<file path="config.mk">
export PLATFORM = sky130hd
export DESIGN_NAME = ooo_exec_core
export DESIGN_NICKNAME = d
export VERILOG_FILES = /design/src/exec_pkg.sv /design/src/issue_if.sv /design/src/alu_lane.sv /design/src/issue_queue.sv /design/src/ooo_exec_core.sv /design/src/reorder_buffer.sv
export SDC_FILE = /design/constraint.sdc
export NUM_CORES = 2
export LEC_CHECK = 0
export ABC_AREA = 1
export BUFFER_PORTS_ARGS = -buffer_cell sky130_fd_sc_hd__buf_2
export CAP_MARGIN = 10
export CORE_MARGIN = 2
export CORE_UTILIZATION = 37
export CTS_BUF_LIST = sky130_fd_sc_hd__clkbuf_16
export CTS_CLUSTER_DIAMETER = 30
export DETAILED_ROUTE_END_ITERATION = 7
export GPL_ROUTABILITY_DRIVEN = 0
export PLACE_DENSITY = 0.52
export SLEW_MARGIN = 5
export SYNTH_ARGS = -nofsm -noshare
export SYNTH_HDL_FRONTEND = slang
export SYNTH_SLANG_ARGS = --single-unit
</file>
<file path="constraint.sdc">
create_clock -name clock -period 15.85 [get_ports clock]
set_clock_uncertainty 0.15 [all_clocks]
set_input_delay 1.585 -clock clock [delete_from_list [all_inputs] [get_ports clock]]
set_output_delay 1.585 -clock clock [all_outputs]
set_load 0.02 [all_outputs]
</file>
<file path="src/exec_pkg.sv">
// execution back end shared definitions: data widths, ALU opcodes, latency class
package exec_pkg;

	////////////////////////////////////////////////
	// widths
	////////////////////////////////////////////////

	// operand and result width
	parameter int xlen = 32;

	// architectural destination register index
	parameter int areg_w = 5;

	////////////////////////////////////////////////
	// opcodes
	////////////////////////////////////////////////

	// integer ops handled by every lane
	// shifts take the amount from b[4:0]
	typedef enum logic [3:0] {
		op_add  = 4'd0,
		op_sub  = 4'd1,
		op_and  = 4'd2,
		op_or   = 4'd3,
		op_xor  = 4'd4,
		// signed compare
		op_slt  = 4'd5,
		// unsigned compare
		op_sltu = 4'd6,
		op_sll  = 4'd7,
		op_srl  = 4'd8,
		// arithmetic right shift keeps the sign
		op_sra  = 4'd9,
		// low word of the product only
		op_mul  = 4'd10
	} alu_op_t;

	////////////////////////////////////////////////
	// latency class
	////////////////////////////////////////////////

	// ops that hold a lane for many cycles
	// everything else finishes in one
	function automatic logic is_multicycle(input alu_op_t op);
		return (op == op_mul);
	endfunction

endpackage

</file>
<file path="src/issue_if.sv">
// issue slot carrying one operation from the issue queue to a single ALU lane
`timescale 1ns/1ps

interface issue_if #(
	parameter int ROB_DEPTH = 8
);
	import exec_pkg::*;

	// one-cycle strobe, only while busy is low
	logic valid;
	alu_op_t op;

	// operand values, already read
	logic [xlen-1:0] a;
	logic [xlen-1:0] b;

	// reorder buffer slot of this op
	logic [$clog2(ROB_DEPTH)-1:0] tag;

	// level, lane stuck in a multiply
	logic busy;

	// issue queue drives the op
	modport queue (output valid, op, a, b, tag, input busy);

	// lane takes the op and reports busy
	modport lane (input valid, op, a, b, tag, output busy);

endinterface

</file>
<file path="src/alu_lane.sv">
// ALU execution lane with single-cycle ops and an iterative shift-add multiplier
`timescale 1ns/1ps

module alu_lane #(
	parameter int ROB_DEPTH = 8
) (
	input  logic                          clock,
	input  logic                          rst,
	issue_if.lane                         issue,
	output logic                          done,
	output logic [$clog2(ROB_DEPTH)-1:0]  done_tag,
	output logic [exec_pkg::xlen-1:0]     done_data
);
	import exec_pkg::*;

	localparam int cnt_w = $clog2(xlen);

	typedef enum logic {
		lane_idle,
		lane_mul
	} lane_state_t;

	lane_state_t state;

	// multiplier datapath
	logic [xlen-1:0]  mcand;
	logic [xlen-1:0]  mplier;
	logic [xlen-1:0]  acc;
	logic [xlen-1:0]  acc_next;
	logic [cnt_w-1:0] mul_cnt;

	// new op accepted this cycle
	logic start;

	// single-cycle result
	function automatic logic [xlen-1:0] alu_calc(input alu_op_t op,
			input logic [xlen-1:0] a, input logic [xlen-1:0] b);
		logic [4:0] sh;
		sh = b[4:0];
		case (op)
			op_add:  return a + b;
			op_sub:  return a - b;
			op_and:  return a & b;
			op_or:   return a | b;
			op_xor:  return a ^ b;
			op_slt:  return {{(xlen-1){1'b0}}, $signed(a) < $signed(b)};
			op_sltu: return {{(xlen-1){1'b0}}, a < b};
			op_sll:  return a << sh;
			op_srl:  return a >> sh;
			op_sra:  return $signed(a) >>> sh;
			default: return '0;
		endcase
	endfunction

	assign start    = (state == lane_idle) && issue.valid;
	assign acc_next = acc + (mplier[0] ? mcand : '0);

	// held from the edge after a multiply issues
	assign issue.busy = (state == lane_mul);

	////////////////////////////////////////////////
	// control
	////////////////////////////////////////////////

	always_ff @(posedge clock) begin
		if (rst) begin
			state <= lane_idle;
			done  <= 1'b0;
		end else begin
			done <= 1'b0;
			case (state)
				lane_idle: begin
					if (start && is_multicycle(issue.op)) begin
						state <= lane_mul;
					end else if (start) begin
						done <= 1'b1;
					end
				end
				lane_mul: begin
					// last step, result leaves with done
					if (mul_cnt == '0) begin
						state <= lane_idle;
						done  <= 1'b1;
					end
				end
				default: state <= lane_idle;
			endcase
		end
	end

	////////////////////////////////////////////////
	// datapath
	////////////////////////////////////////////////

	always_ff @(posedge clock) begin
		if (start) begin
			done_tag  <= issue.tag;
			done_data <= alu_calc(issue.op, issue.a, issue.b);
			// multiply setup, unused by other ops
			mcand     <= issue.a;
			mplier    <= issue.b;
			acc       <= '0;
			mul_cnt   <= cnt_w'(xlen - 1);
		end else if (state == lane_mul) begin
			// one partial product per cycle
			mcand     <= mcand << 1;
			mplier    <= mplier >> 1;
			acc       <= acc_next;
			mul_cnt   <= mul_cnt - 1'b1;
			done_data <= acc_next;
		end
	end

endmodule

</file>
<file path="src/issue_queue.sv">
// age-ordered issue queue handing the oldest ready entries to idle ALU lanes
`timescale 1ns/1ps

module issue_queue #(
	parameter int LANES = 2,
	parameter int ROB_DEPTH = 8
) (
	input  logic                          clock,
	input  logic                          rst,
	input  logic                          in_valid,
	input  exec_pkg::alu_op_t             in_op,
	input  logic [exec_pkg::xlen-1:0]     in_a,
	input  logic [exec_pkg::xlen-1:0]     in_b,
	input  logic [$clog2(ROB_DEPTH)-1:0]  alloc_tag,
	issue_if.queue                        issue [LANES]
);
	import exec_pkg::*;

	localparam int tag_w = $clog2(ROB_DEPTH);

	// entry storage, circular in age order
	alu_op_t          q_op  [ROB_DEPTH];
	logic [xlen-1:0]  q_a   [ROB_DEPTH];
	logic [xlen-1:0]  q_b   [ROB_DEPTH];
	logic [tag_w-1:0] q_tag [ROB_DEPTH];

	// pointers with an extra wrap bit
	logic [tag_w:0]   head;
	logic [tag_w:0]   tail;
	logic [tag_w:0]   count;
	logic [tag_w-1:0] tail_idx;

	// per-lane view of the issue slots
	logic             lane_busy [LANES];
	logic             lane_go   [LANES];
	logic [tag_w-1:0] lane_idx  [LANES];

	// entries leaving this cycle
	logic [tag_w:0]   n_issue;

	assign tail_idx = tail[tag_w-1:0];
	assign count    = tail - head;

	////////////////////////////////////////////////
	// lane selection
	////////////////////////////////////////////////

	// walk the lanes in order
	// each idle lane takes the next oldest entry
	always_comb begin
		logic [tag_w:0] taken;
		taken = '0;
		for (int i = 0; i < LANES; i++) begin
			lane_go[i]  = 1'b0;
			lane_idx[i] = head[tag_w-1:0];
			if (!lane_busy[i] && (taken < count)) begin
				lane_go[i]  = 1'b1;
				// wraps with the buffer
				lane_idx[i] = head[tag_w-1:0] + taken[tag_w-1:0];
				taken       = taken + 1'b1;
			end
		end
		n_issue = taken;
	end

	// drive each slot from its picked entry
	for (genvar g = 0; g < LANES; g++) begin : g_slot
		assign lane_busy[g]  = issue[g].busy;
		assign issue[g].valid = lane_go[g];
		assign issue[g].op    = q_op[lane_idx[g]];
		assign issue[g].a     = q_a[lane_idx[g]];
		assign issue[g].b     = q_b[lane_idx[g]];
		assign issue[g].tag   = q_tag[lane_idx[g]];
	end

	////////////////////////////////////////////////
	// pointers
	////////////////////////////////////////////////

	always_ff @(posedge clock) begin
		if (rst) begin
			head <= '0;
			tail <= '0;
		end else begin
			// depth matches the reorder buffer, never overflows
			if (in_valid) begin
				tail <= tail + 1'b1;
			end
			head <= head + n_issue;
		end
	end

	// write the new entry at the tail
	always_ff @(posedge clock) begin
		if (in_valid) begin
			q_op[tail_idx]  <= in_op;
			q_a[tail_idx]   <= in_a;
			q_b[tail_idx]   <= in_b;
			q_tag[tail_idx] <= alloc_tag;
		end
	end

endmodule

</file>
<file path="src/ooo_exec_core.sv">
// out-of-order execution back end: issue queue, ALU lanes and reorder buffer
`timescale 1ns/1ps

module ooo_exec_core #(
	parameter int LANES = 2,
	parameter int ROB_DEPTH = 8
) (
	input  logic                         clock,
	input  logic                         rst,
	input  logic                         in_valid,
	input  exec_pkg::alu_op_t            in_op,
	input  logic [exec_pkg::xlen-1:0]    in_a,
	input  logic [exec_pkg::xlen-1:0]    in_b,
	input  logic [exec_pkg::areg_w-1:0]  in_dest,
	output logic                         full,
	output logic                         commit_valid,
	output logic [exec_pkg::areg_w-1:0]  commit_dest,
	output logic [exec_pkg::xlen-1:0]    commit_data
);
	import exec_pkg::*;

	// tail slot for the incoming op
	logic [$clog2(ROB_DEPTH)-1:0] alloc_tag;

	// completion bus, one slot per lane
	logic                         lane_done      [LANES];
	logic [$clog2(ROB_DEPTH)-1:0] lane_done_tag  [LANES];
	logic [xlen-1:0]              lane_done_data [LANES];

	issue_if #(.ROB_DEPTH(ROB_DEPTH)) issue_bus [LANES] ();

	////////////////////////////////////////////////
	// issue
	////////////////////////////////////////////////

	// queue only sees ops the reorder buffer takes
	issue_queue #(.LANES(LANES), .ROB_DEPTH(ROB_DEPTH)) u_queue (
		.clock     (clock),
		.rst       (rst),
		.in_valid  (in_valid && !full),
		.in_op     (in_op),
		.in_a      (in_a),
		.in_b      (in_b),
		.alloc_tag (alloc_tag),
		.issue     (issue_bus)
	);

	////////////////////////////////////////////////
	// execute
	////////////////////////////////////////////////

	for (genvar g = 0; g < LANES; g++) begin : g_lane
		alu_lane #(.ROB_DEPTH(ROB_DEPTH)) u_lane (
			.clock     (clock),
			.rst       (rst),
			.issue     (issue_bus[g]),
			.done      (lane_done[g]),
			.done_tag  (lane_done_tag[g]),
			.done_data (lane_done_data[g])
		);
	end

	////////////////////////////////////////////////
	// complete and commit
	////////////////////////////////////////////////

	reorder_buffer #(.LANES(LANES), .ROB_DEPTH(ROB_DEPTH)) u_rob (
		.clock        (clock),
		.rst          (rst),
		.in_valid     (in_valid),
		.in_dest      (in_dest),
		.alloc_tag    (alloc_tag),
		.full         (full),
		.done         (lane_done),
		.done_tag     (lane_done_tag),
		.done_data    (lane_done_data),
		.commit_valid (commit_valid),
		.commit_dest  (commit_dest),
		.commit_data  (commit_data)
	);

endmodule

</file>
<file path="src/reorder_buffer.sv">
// reorder buffer that allocates tags, collects lane results and commits in order
`timescale 1ns/1ps

module reorder_buffer #(
	parameter int LANES = 2,
	parameter int ROB_DEPTH = 8
) (
	input  logic                          clock,
	input  logic                          rst,
	input  logic                          in_valid,
	input  logic [exec_pkg::areg_w-1:0]   in_dest,
	output logic [$clog2(ROB_DEPTH)-1:0]  alloc_tag,
	output logic                          full,
	input  logic                          done      [LANES],
	input  logic [$clog2(ROB_DEPTH)-1:0]  done_tag  [LANES],
	input  logic [exec_pkg::xlen-1:0]     done_data [LANES],
	output logic                          commit_valid,
	output logic [exec_pkg::areg_w-1:0]   commit_dest,
	output logic [exec_pkg::xlen-1:0]     commit_data
);
	import exec_pkg::*;

	localparam int tag_w = $clog2(ROB_DEPTH);

	// head is oldest, tail is next free slot
	logic [tag_w:0]   head;
	logic [tag_w:0]   tail;
	logic [tag_w-1:0] head_idx;
	logic [tag_w-1:0] tail_idx;

	// per-entry state
	logic [areg_w-1:0]    ent_dest [ROB_DEPTH];
	logic [xlen-1:0]      ent_data [ROB_DEPTH];
	logic [ROB_DEPTH-1:0] ent_done;

	logic empty;
	logic alloc;
	logic retire;

	assign head_idx = head[tag_w-1:0];
	assign tail_idx = tail[tag_w-1:0];

	// same slot, wrap bits differ
	assign empty = (head == tail);
	assign full  = (head[tag_w] != tail[tag_w]) && (head_idx == tail_idx);

	// input while full is dropped
	assign alloc     = in_valid && !full;
	assign alloc_tag = tail_idx;

	// oldest entry finished
	assign retire = !empty && ent_done[head_idx];

	////////////////////////////////////////////////
	// pointers and completion flags
	////////////////////////////////////////////////

	always_ff @(posedge clock) begin
		if (rst) begin
			head         <= '0;
			tail         <= '0;
			ent_done     <= '0;
			commit_valid <= 1'b0;
		end else begin
			commit_valid <= retire;
			if (alloc) begin
				tail               <= tail + 1'b1;
				ent_done[tail_idx] <= 1'b0;
			end
			// tags differ across lanes
			for (int i = 0; i < LANES; i++) begin
				if (done[i]) begin
					ent_done[done_tag[i]] <= 1'b1;
				end
			end
			if (retire) begin
				head <= head + 1'b1;
			end
		end
	end

	////////////////////////////////////////////////
	// entry payload and commit port
	////////////////////////////////////////////////

	always_ff @(posedge clock) begin
		if (alloc) begin
			ent_dest[tail_idx] <= in_dest;
		end
		// results land out of order
		for (int i = 0; i < LANES; i++) begin
			if (done[i]) begin
				ent_data[done_tag[i]] <= done_data[i];
			end
		end
		if (retire) begin
			commit_dest <= ent_dest[head_idx];
			commit_data <= ent_data[head_idx];
		end
	end

endmodule
</file>
### Yosys cells after proc, flatten, opt, wreduce, memory -nomap -nowiden

Memory sizes are Yosys's and may differ from the RTL's. A register that Yosys moved wholly into a read port is not among the register bits.
Cells that the tools add are included.

* add/sub/neg operators: 15
* order comparisons: 13
* eq/ne operators: 23
* shift operators: 6
* mux-type cells: 57
* bitwise operators: 12
* reduce and logical (&&, ||, !) cells: 22

Operator list (count)
* $pmux 32 s10: 2
* $mux 32: 14
* $add 32x32->32: 4
* $lt 32x32->1: 4
* $and 32x32->32: 2
* $or 32x32->32: 2
* $shl 32x5->32: 2
* $shr 32x5->32: 2
* $sshr 32x5->32: 2
* $sub 32x32->32: 2
* $xor 32x32->32: 2
* $mux 8: 5
* $eq 4x3->1 const B: 8
* $eq 4x4->1 const B: 6
* $mux 1: 23
* $eq 4x2->1 const B: 4
* $lt 3x4->1 const B: 4
* $or 8x8->8: 2
* $add 4x1->4 const B: 3
* $logic_and 1x1->1: 12
* $mux 3: 4
* $logic_not 5->1: 2
* $sub 5x1->5 const B: 2
* $demux 1 s3: 3
* 20 further kinds: 32

* flip-flop bits (word level): 295
* bits in writable memories: 864
* input port bits: 76
* logic and storage cells: 174
* memories kept: 6

Memories
* u_queue.q_a: words 8, bits a word 32, read ports 2, clocked after memory_dff 1, wr ports 1, line issue_queue.sv:23 `logic [xlen-1:0] q_a [ROB_DEPTH];`
* u_queue.q_b: words 8, bits a word 32, read ports 2, clocked after memory_dff 1, wr ports 1, line issue_queue.sv:24 `logic [xlen-1:0] q_b [ROB_DEPTH];`
* u_rob.ent_data: words 8, bits a word 32, read ports 1, clocked after memory_dff 1, wr ports 2, line reorder_buffer.sv:33 `logic [xlen-1:0] ent_data [ROB_DEPTH];`
* u_rob.ent_dest: words 8, bits a word 5, read ports 1, clocked after memory_dff 1, wr ports 1, line reorder_buffer.sv:32 `logic [areg_w-1:0] ent_dest [ROB_DEPTH];`
* u_queue.q_op: words 8, bits a word 4, read ports 2, clocked after memory_dff 1, wr ports 1, line issue_queue.sv:22 `alu_op_t q_op [ROB_DEPTH];`
* u_queue.q_tag: words 8, bits a word 3, read ports 2, clocked after memory_dff 2, wr ports 1, line issue_queue.sv:25 `logic [tag_w-1:0] q_tag [ROB_DEPTH];`

### Depth between registers and ports, before layout

* depth in word-level cells: 13
* gate-level depth with buffers: 53

### Cells and area by module

Synthesis repeated with hierarchy kept, for this count alone.

* cell total of the unflattened synthesis: 11069
* area total of the unflattened synthesis: 81923.6 um^2

By module, submodules not included
* issue_queue: times used 1, cells an instance 3410, area an instance 30190.2 um^2
* alu_lane (g_lane[0].u_lane): times used 1, cells an instance 2981, area an instance 17679.5 um^2
* alu_lane (g_lane[1].u_lane): times used 1, cells an instance 2968, area an instance 17530.6 um^2
* reorder_buffer: times used 1, cells an instance 1708, area an instance 16513.3 um^2
* ooo_exec_core: times used 1, cells an instance 2, area an instance 10.0 um^2

### Worst setup path after synthesis

Ideal clock, no wire load.

* path type: register to register
* from: reg u_queue.head[2]
* to: reg g_lane[1].u_lane.done_data[18] (netlist name), data pin
* library setup time: 253 ps
* arrival: 7400 ps
* required time: 15447 ps
* slack: 8047 ps
* cell stages (with the launch flop): 46
* path buffers: 12
* period minus slack after synthesis: 7803 ps
* cell sequence: dfxtp_1 buf_2 clkinv_1 clkbuf_1 clkbuf_1 clkbuf_1 clkbuf_1 ha_1 or2_1 nand3_1 nand2_2 nand3_1 nand2_1 inv_1 clkbuf_1 clkbuf_1 ha_1 inv_1 [... 10 more ...] inv_1 ha_1 clkbuf_1 nor2_1 nand3_1 o21ai_0 a21oi_1 o21ai_0 a31oi_1 or2_2 nand3_1 nand4_1 nor2_1 nand2_1 nor2_1 nand2_1 nand2_1 nand2_1

* word-level cells in the longest chain between the ends: 11

RTL lines
* start: declaration: line issue_queue.sv:28 `logic [tag_w:0] head;`
* start signal: assignment: line issue_queue.sv:89 `head <= head + n_issue;`
* $sub 4x4->4: line issue_queue.sv:42 `assign count = tail - head;`
* $lt 1x4->1: line issue_queue.sv:56 `if (!lane_busy[i] && (taken < count)) begin`
* $logic_and 1x1->1: line issue_queue.sv:56
* $mux 1: line issue_queue.sv:56
* $lt 1x4->1: line issue_queue.sv:56
* $logic_and 1x1->1: line issue_queue.sv:56
* $mux 3: line issue_queue.sv:56
* $mem_v2 8x32 (tied with other cells)
* $sub 32x32->32 (tied with other cells): line alu_lane.sv:42 `op_sub: return a - b;`
* $pmux 32 s10: line alu_lane.sv:40 `case (op)`
* $mux 32 (*): line alu_lane.sv:96 `if (start) begin`
* end signal: assignment: line alu_lane.sv:98 `done_data <= alu_calc(issue.op, issue.a, issue.b);`
* end signal: assignment: line alu_lane.sv:110 `done_data <= acc_next;`
* end: declaration: line alu_lane.sv:12 `output logic [exec_pkg::xlen-1:0] done_data`

Mark *: on every way between the ends. The rest lies on a longest branch, timed or not.
A chain may end at the register's enable or synchronous reset.

### Worst setup path in the final report

Ends and elaborated chain as after synthesis.

==> flow_metrics.tcl <==
set metrics [dict create \
    antenna_found_initial 28 \
    die_h_um 454 \
    wirelength_um 288000 \
    cp.required_ns 16.34 \
    core_sq_mm 0.202 \
    numClockSinks 1202 \
    grt_max_degree 153 \
    nNetsFinal 9799 \
    syn-instance-count 9450 \
    syn_avg_cell_area_sq_um 7.93 \
    final_cell_mix "2289 x nand2_1, 1308 x o21ai_0, 1099 x edfxtp_1" \
    routed_via_density 5.62 \
    cts-root-buf "clkbuf_16" \
    grt_pass1_vias 65200 \
    ys_types 64 \
    crit_path_end_kind "register" \
    grt_pass1_wl_um 422000 \
    drt_first_pass_iters 8 \
    syn_nets 9806 \
    hpwl_um 192000 \
    period_share_pct 68.3 \
    synthArstFlopShare_pct 0 \
    die_w_um 454 \
    fin_util_pct 43.7 \
    grt-ovfl-total 0 \
    io_pins 115 \
    worst_slew_pin_slew_ns 1.25 \
    ys.flop_type "edfxtp_1" \
    syn2layout_area_growth_pct 17.5 \
    crit_arrival_ns 11.31 \
    synth_seq_area_share_pct 46.8 \
    cpMostUsedCell "nand2_1" \
    setup_tns_ns 0 \
    start_util_pct 37.2 \
    drive_gt1_share_pct 8.99 \
    clkTransAtPathRegs_ns 0.04 \
    io_buffers 114 \
    maxSlewHeadroom_pct 15.9 \
    grt_setup_unrepaired "false" \
    rows 165 \
    worst_setup_path_start_kind "register" \
    synth_edf_count 1099 \
    drtIter0Drc 8256 \
    hold_viol 0 \
    layout_commonest_cell "nand2_1" \
    postRouteAntennaNets 0 \
    synth_area_sq_mm 0.0750 \
    cts_buffer_depth 4 \
    dr_total_vias 69500 \
    fill_cells 19800 \
    ctsHoldBuffers 0 \
    dieArea_sq_mm 0.206 \
    ctsHtreeMaxLevel 5 \
    wl_per_cell_um 23.3 \
    slowest_delay_ns 0.93 \
    synth_seq_cells 1202 \
    fin_crit_ns 10.82 \
    insertion_delay_ns 0.93 \
    cp_max_fo 141 \
    fmax_mhz 92.4 \
    hp-class "reg -> reg" \
    grt_use_total_pct 27.2 \
    tritoncts "built" \
    finalMaxSlewViolations 0 \
    numCtsBuffers 326 \
    setup_viol 0 \
    cts_setup_buffers 0 \
    path_class "reg -> reg" \
    violations "DRC" \
    post-route-drc-count 16 \
    ys.warnings.count 0 \
    status "complete, but fails checks" \
    worst_path_max_delay_cell "dfxtp_1" \
    cts_resized 0 \
    max_cap_violations 0 \
]
cells by family after synthesis:
logic type,Yosys count,share of synthesized area (%)
XOR/XNOR,104,1.21
AND/OR/NAND/NOR,4184,22.8
adder cells (fa/ha/maj),280,4.75
multiplexers,2,0.0267
AO/OA/AOI/OAI,2309,17.0
buffers and inverters,1369,7.49
flip-flops,1202,46.8
flip-flops by register name, indices dropped and copies added (netlist names):
name                      cells
g_lane.u_lane.mplier         64
u_queue.q_tag                24
u_queue.q_a                 256
g_lane.u_lane.done            2
g_lane.u_lane.mcand          64
u_rob.commit_valid            1
u_queue.head                  4
g_lane.u_lane.issue.busy      2
u_rob.commit_dest             5
u_rob.ent_data              256
u_rob.ent_done                8
g_lane.u_lane.done_data      64
g_lane.u_lane.done_tag        6
u_queue.q_b                 256
u_queue.q_op                 32
u_rob.tail                    4
u_rob.ent_dest               40
u_rob.commit_data            32
g_lane.u_lane.mul_cnt        10
g_lane.u_lane.acc            64
u_rob.head                    4
u_queue.tail                  4
worst max-delay path, delay by kind of cell (launching register included):
family | cells | cell delay (ns)
adder cells (fa/ha/maj) | 3 | 1.34
AO/OA/AOI/OAI | 7 | 1.67
AND/OR/NAND/NOR | 20 | 3.69
buffers and inverters | 7 | 2.64
flip-flops | 1 | 0.93
cells in the mapped netlist, types with 103 or more instances:
cell type / count / share of area, %
nor2_1: 995 / 5.0
o21ai_0: 1318 / 8.8
dfxtp_1: 103 / 2.7
clkbuf_1: 351 / 1.8
nand3_1: 690 / 4.6
a21oi_1: 357 / 2.4
edfxtp_1: 1099 / 44
inv_1: 746 / 3.7
nand2_1: 2304 / 12
buf_2: 124 / 0.83
o22ai_1: 194 / 1.6
ha_1: 272 / 4.5
routing by layer:
metal / share of wire, % / global-route usage [%] / up-vias
li1: - / - / 32400
met3: 8.8 / 5.29 / 723
met1: 41 / 35.7 / 32900
met2: 44 / 41.9 / 3447
met5: 0.052 / 0 / -
met4: 6.0 / 15.3 / 22
area by class of cell:
cell class	count	area (sq um)	share of cell area (%)
Timing Repair Buffer	263	1740	1.97
Antenna cell	9	22.5	0.0256
Tap cell	2672	3340	3.80
Clock buffer	332	8310	9.43
Inverter	771	2920	3.31
Multi-Input combinational cell	6879	34500	39.2
Clock inverter	231	2120	2.41
Sequential cell	1202	35100	39.8
stage by stage:
stage	worst slack [ns]	instances	area (sq um)	hold WS, ns
floorplan	8.05	9450	75000	0.282
global placement	5.33	11800	77600	0.295
detailed placement	5.27	11800	77600	0.301
CTS	5.21	12400	88100	0.307
global route	4.28	12400	88100	0.321
finish	5.03	12400	88100	0.310
final timing paths:
kind / start / to / slack (ns) / depth (start not counted)
worst min-delay path: g_lane[0].u_lane.acc[27] / g_lane[0].u_lane.acc[27] / 0.31 / 2
worst max register to register: u_queue.head[2] / g_lane[1].u_lane.done_data[18] / 5.03 / 37
worst min register to register: g_lane[0].u_lane.acc[27] / g_lane[0].u_lane.acc[27] / 0.31 / 2
worst max-delay path: u_queue.head[2] / g_lane[1].u_lane.done_data[18] / 5.03 / 37
Power is not shown: default switching activity piles up to over one toggle a cycle in this logic, so the estimate is an artifact.
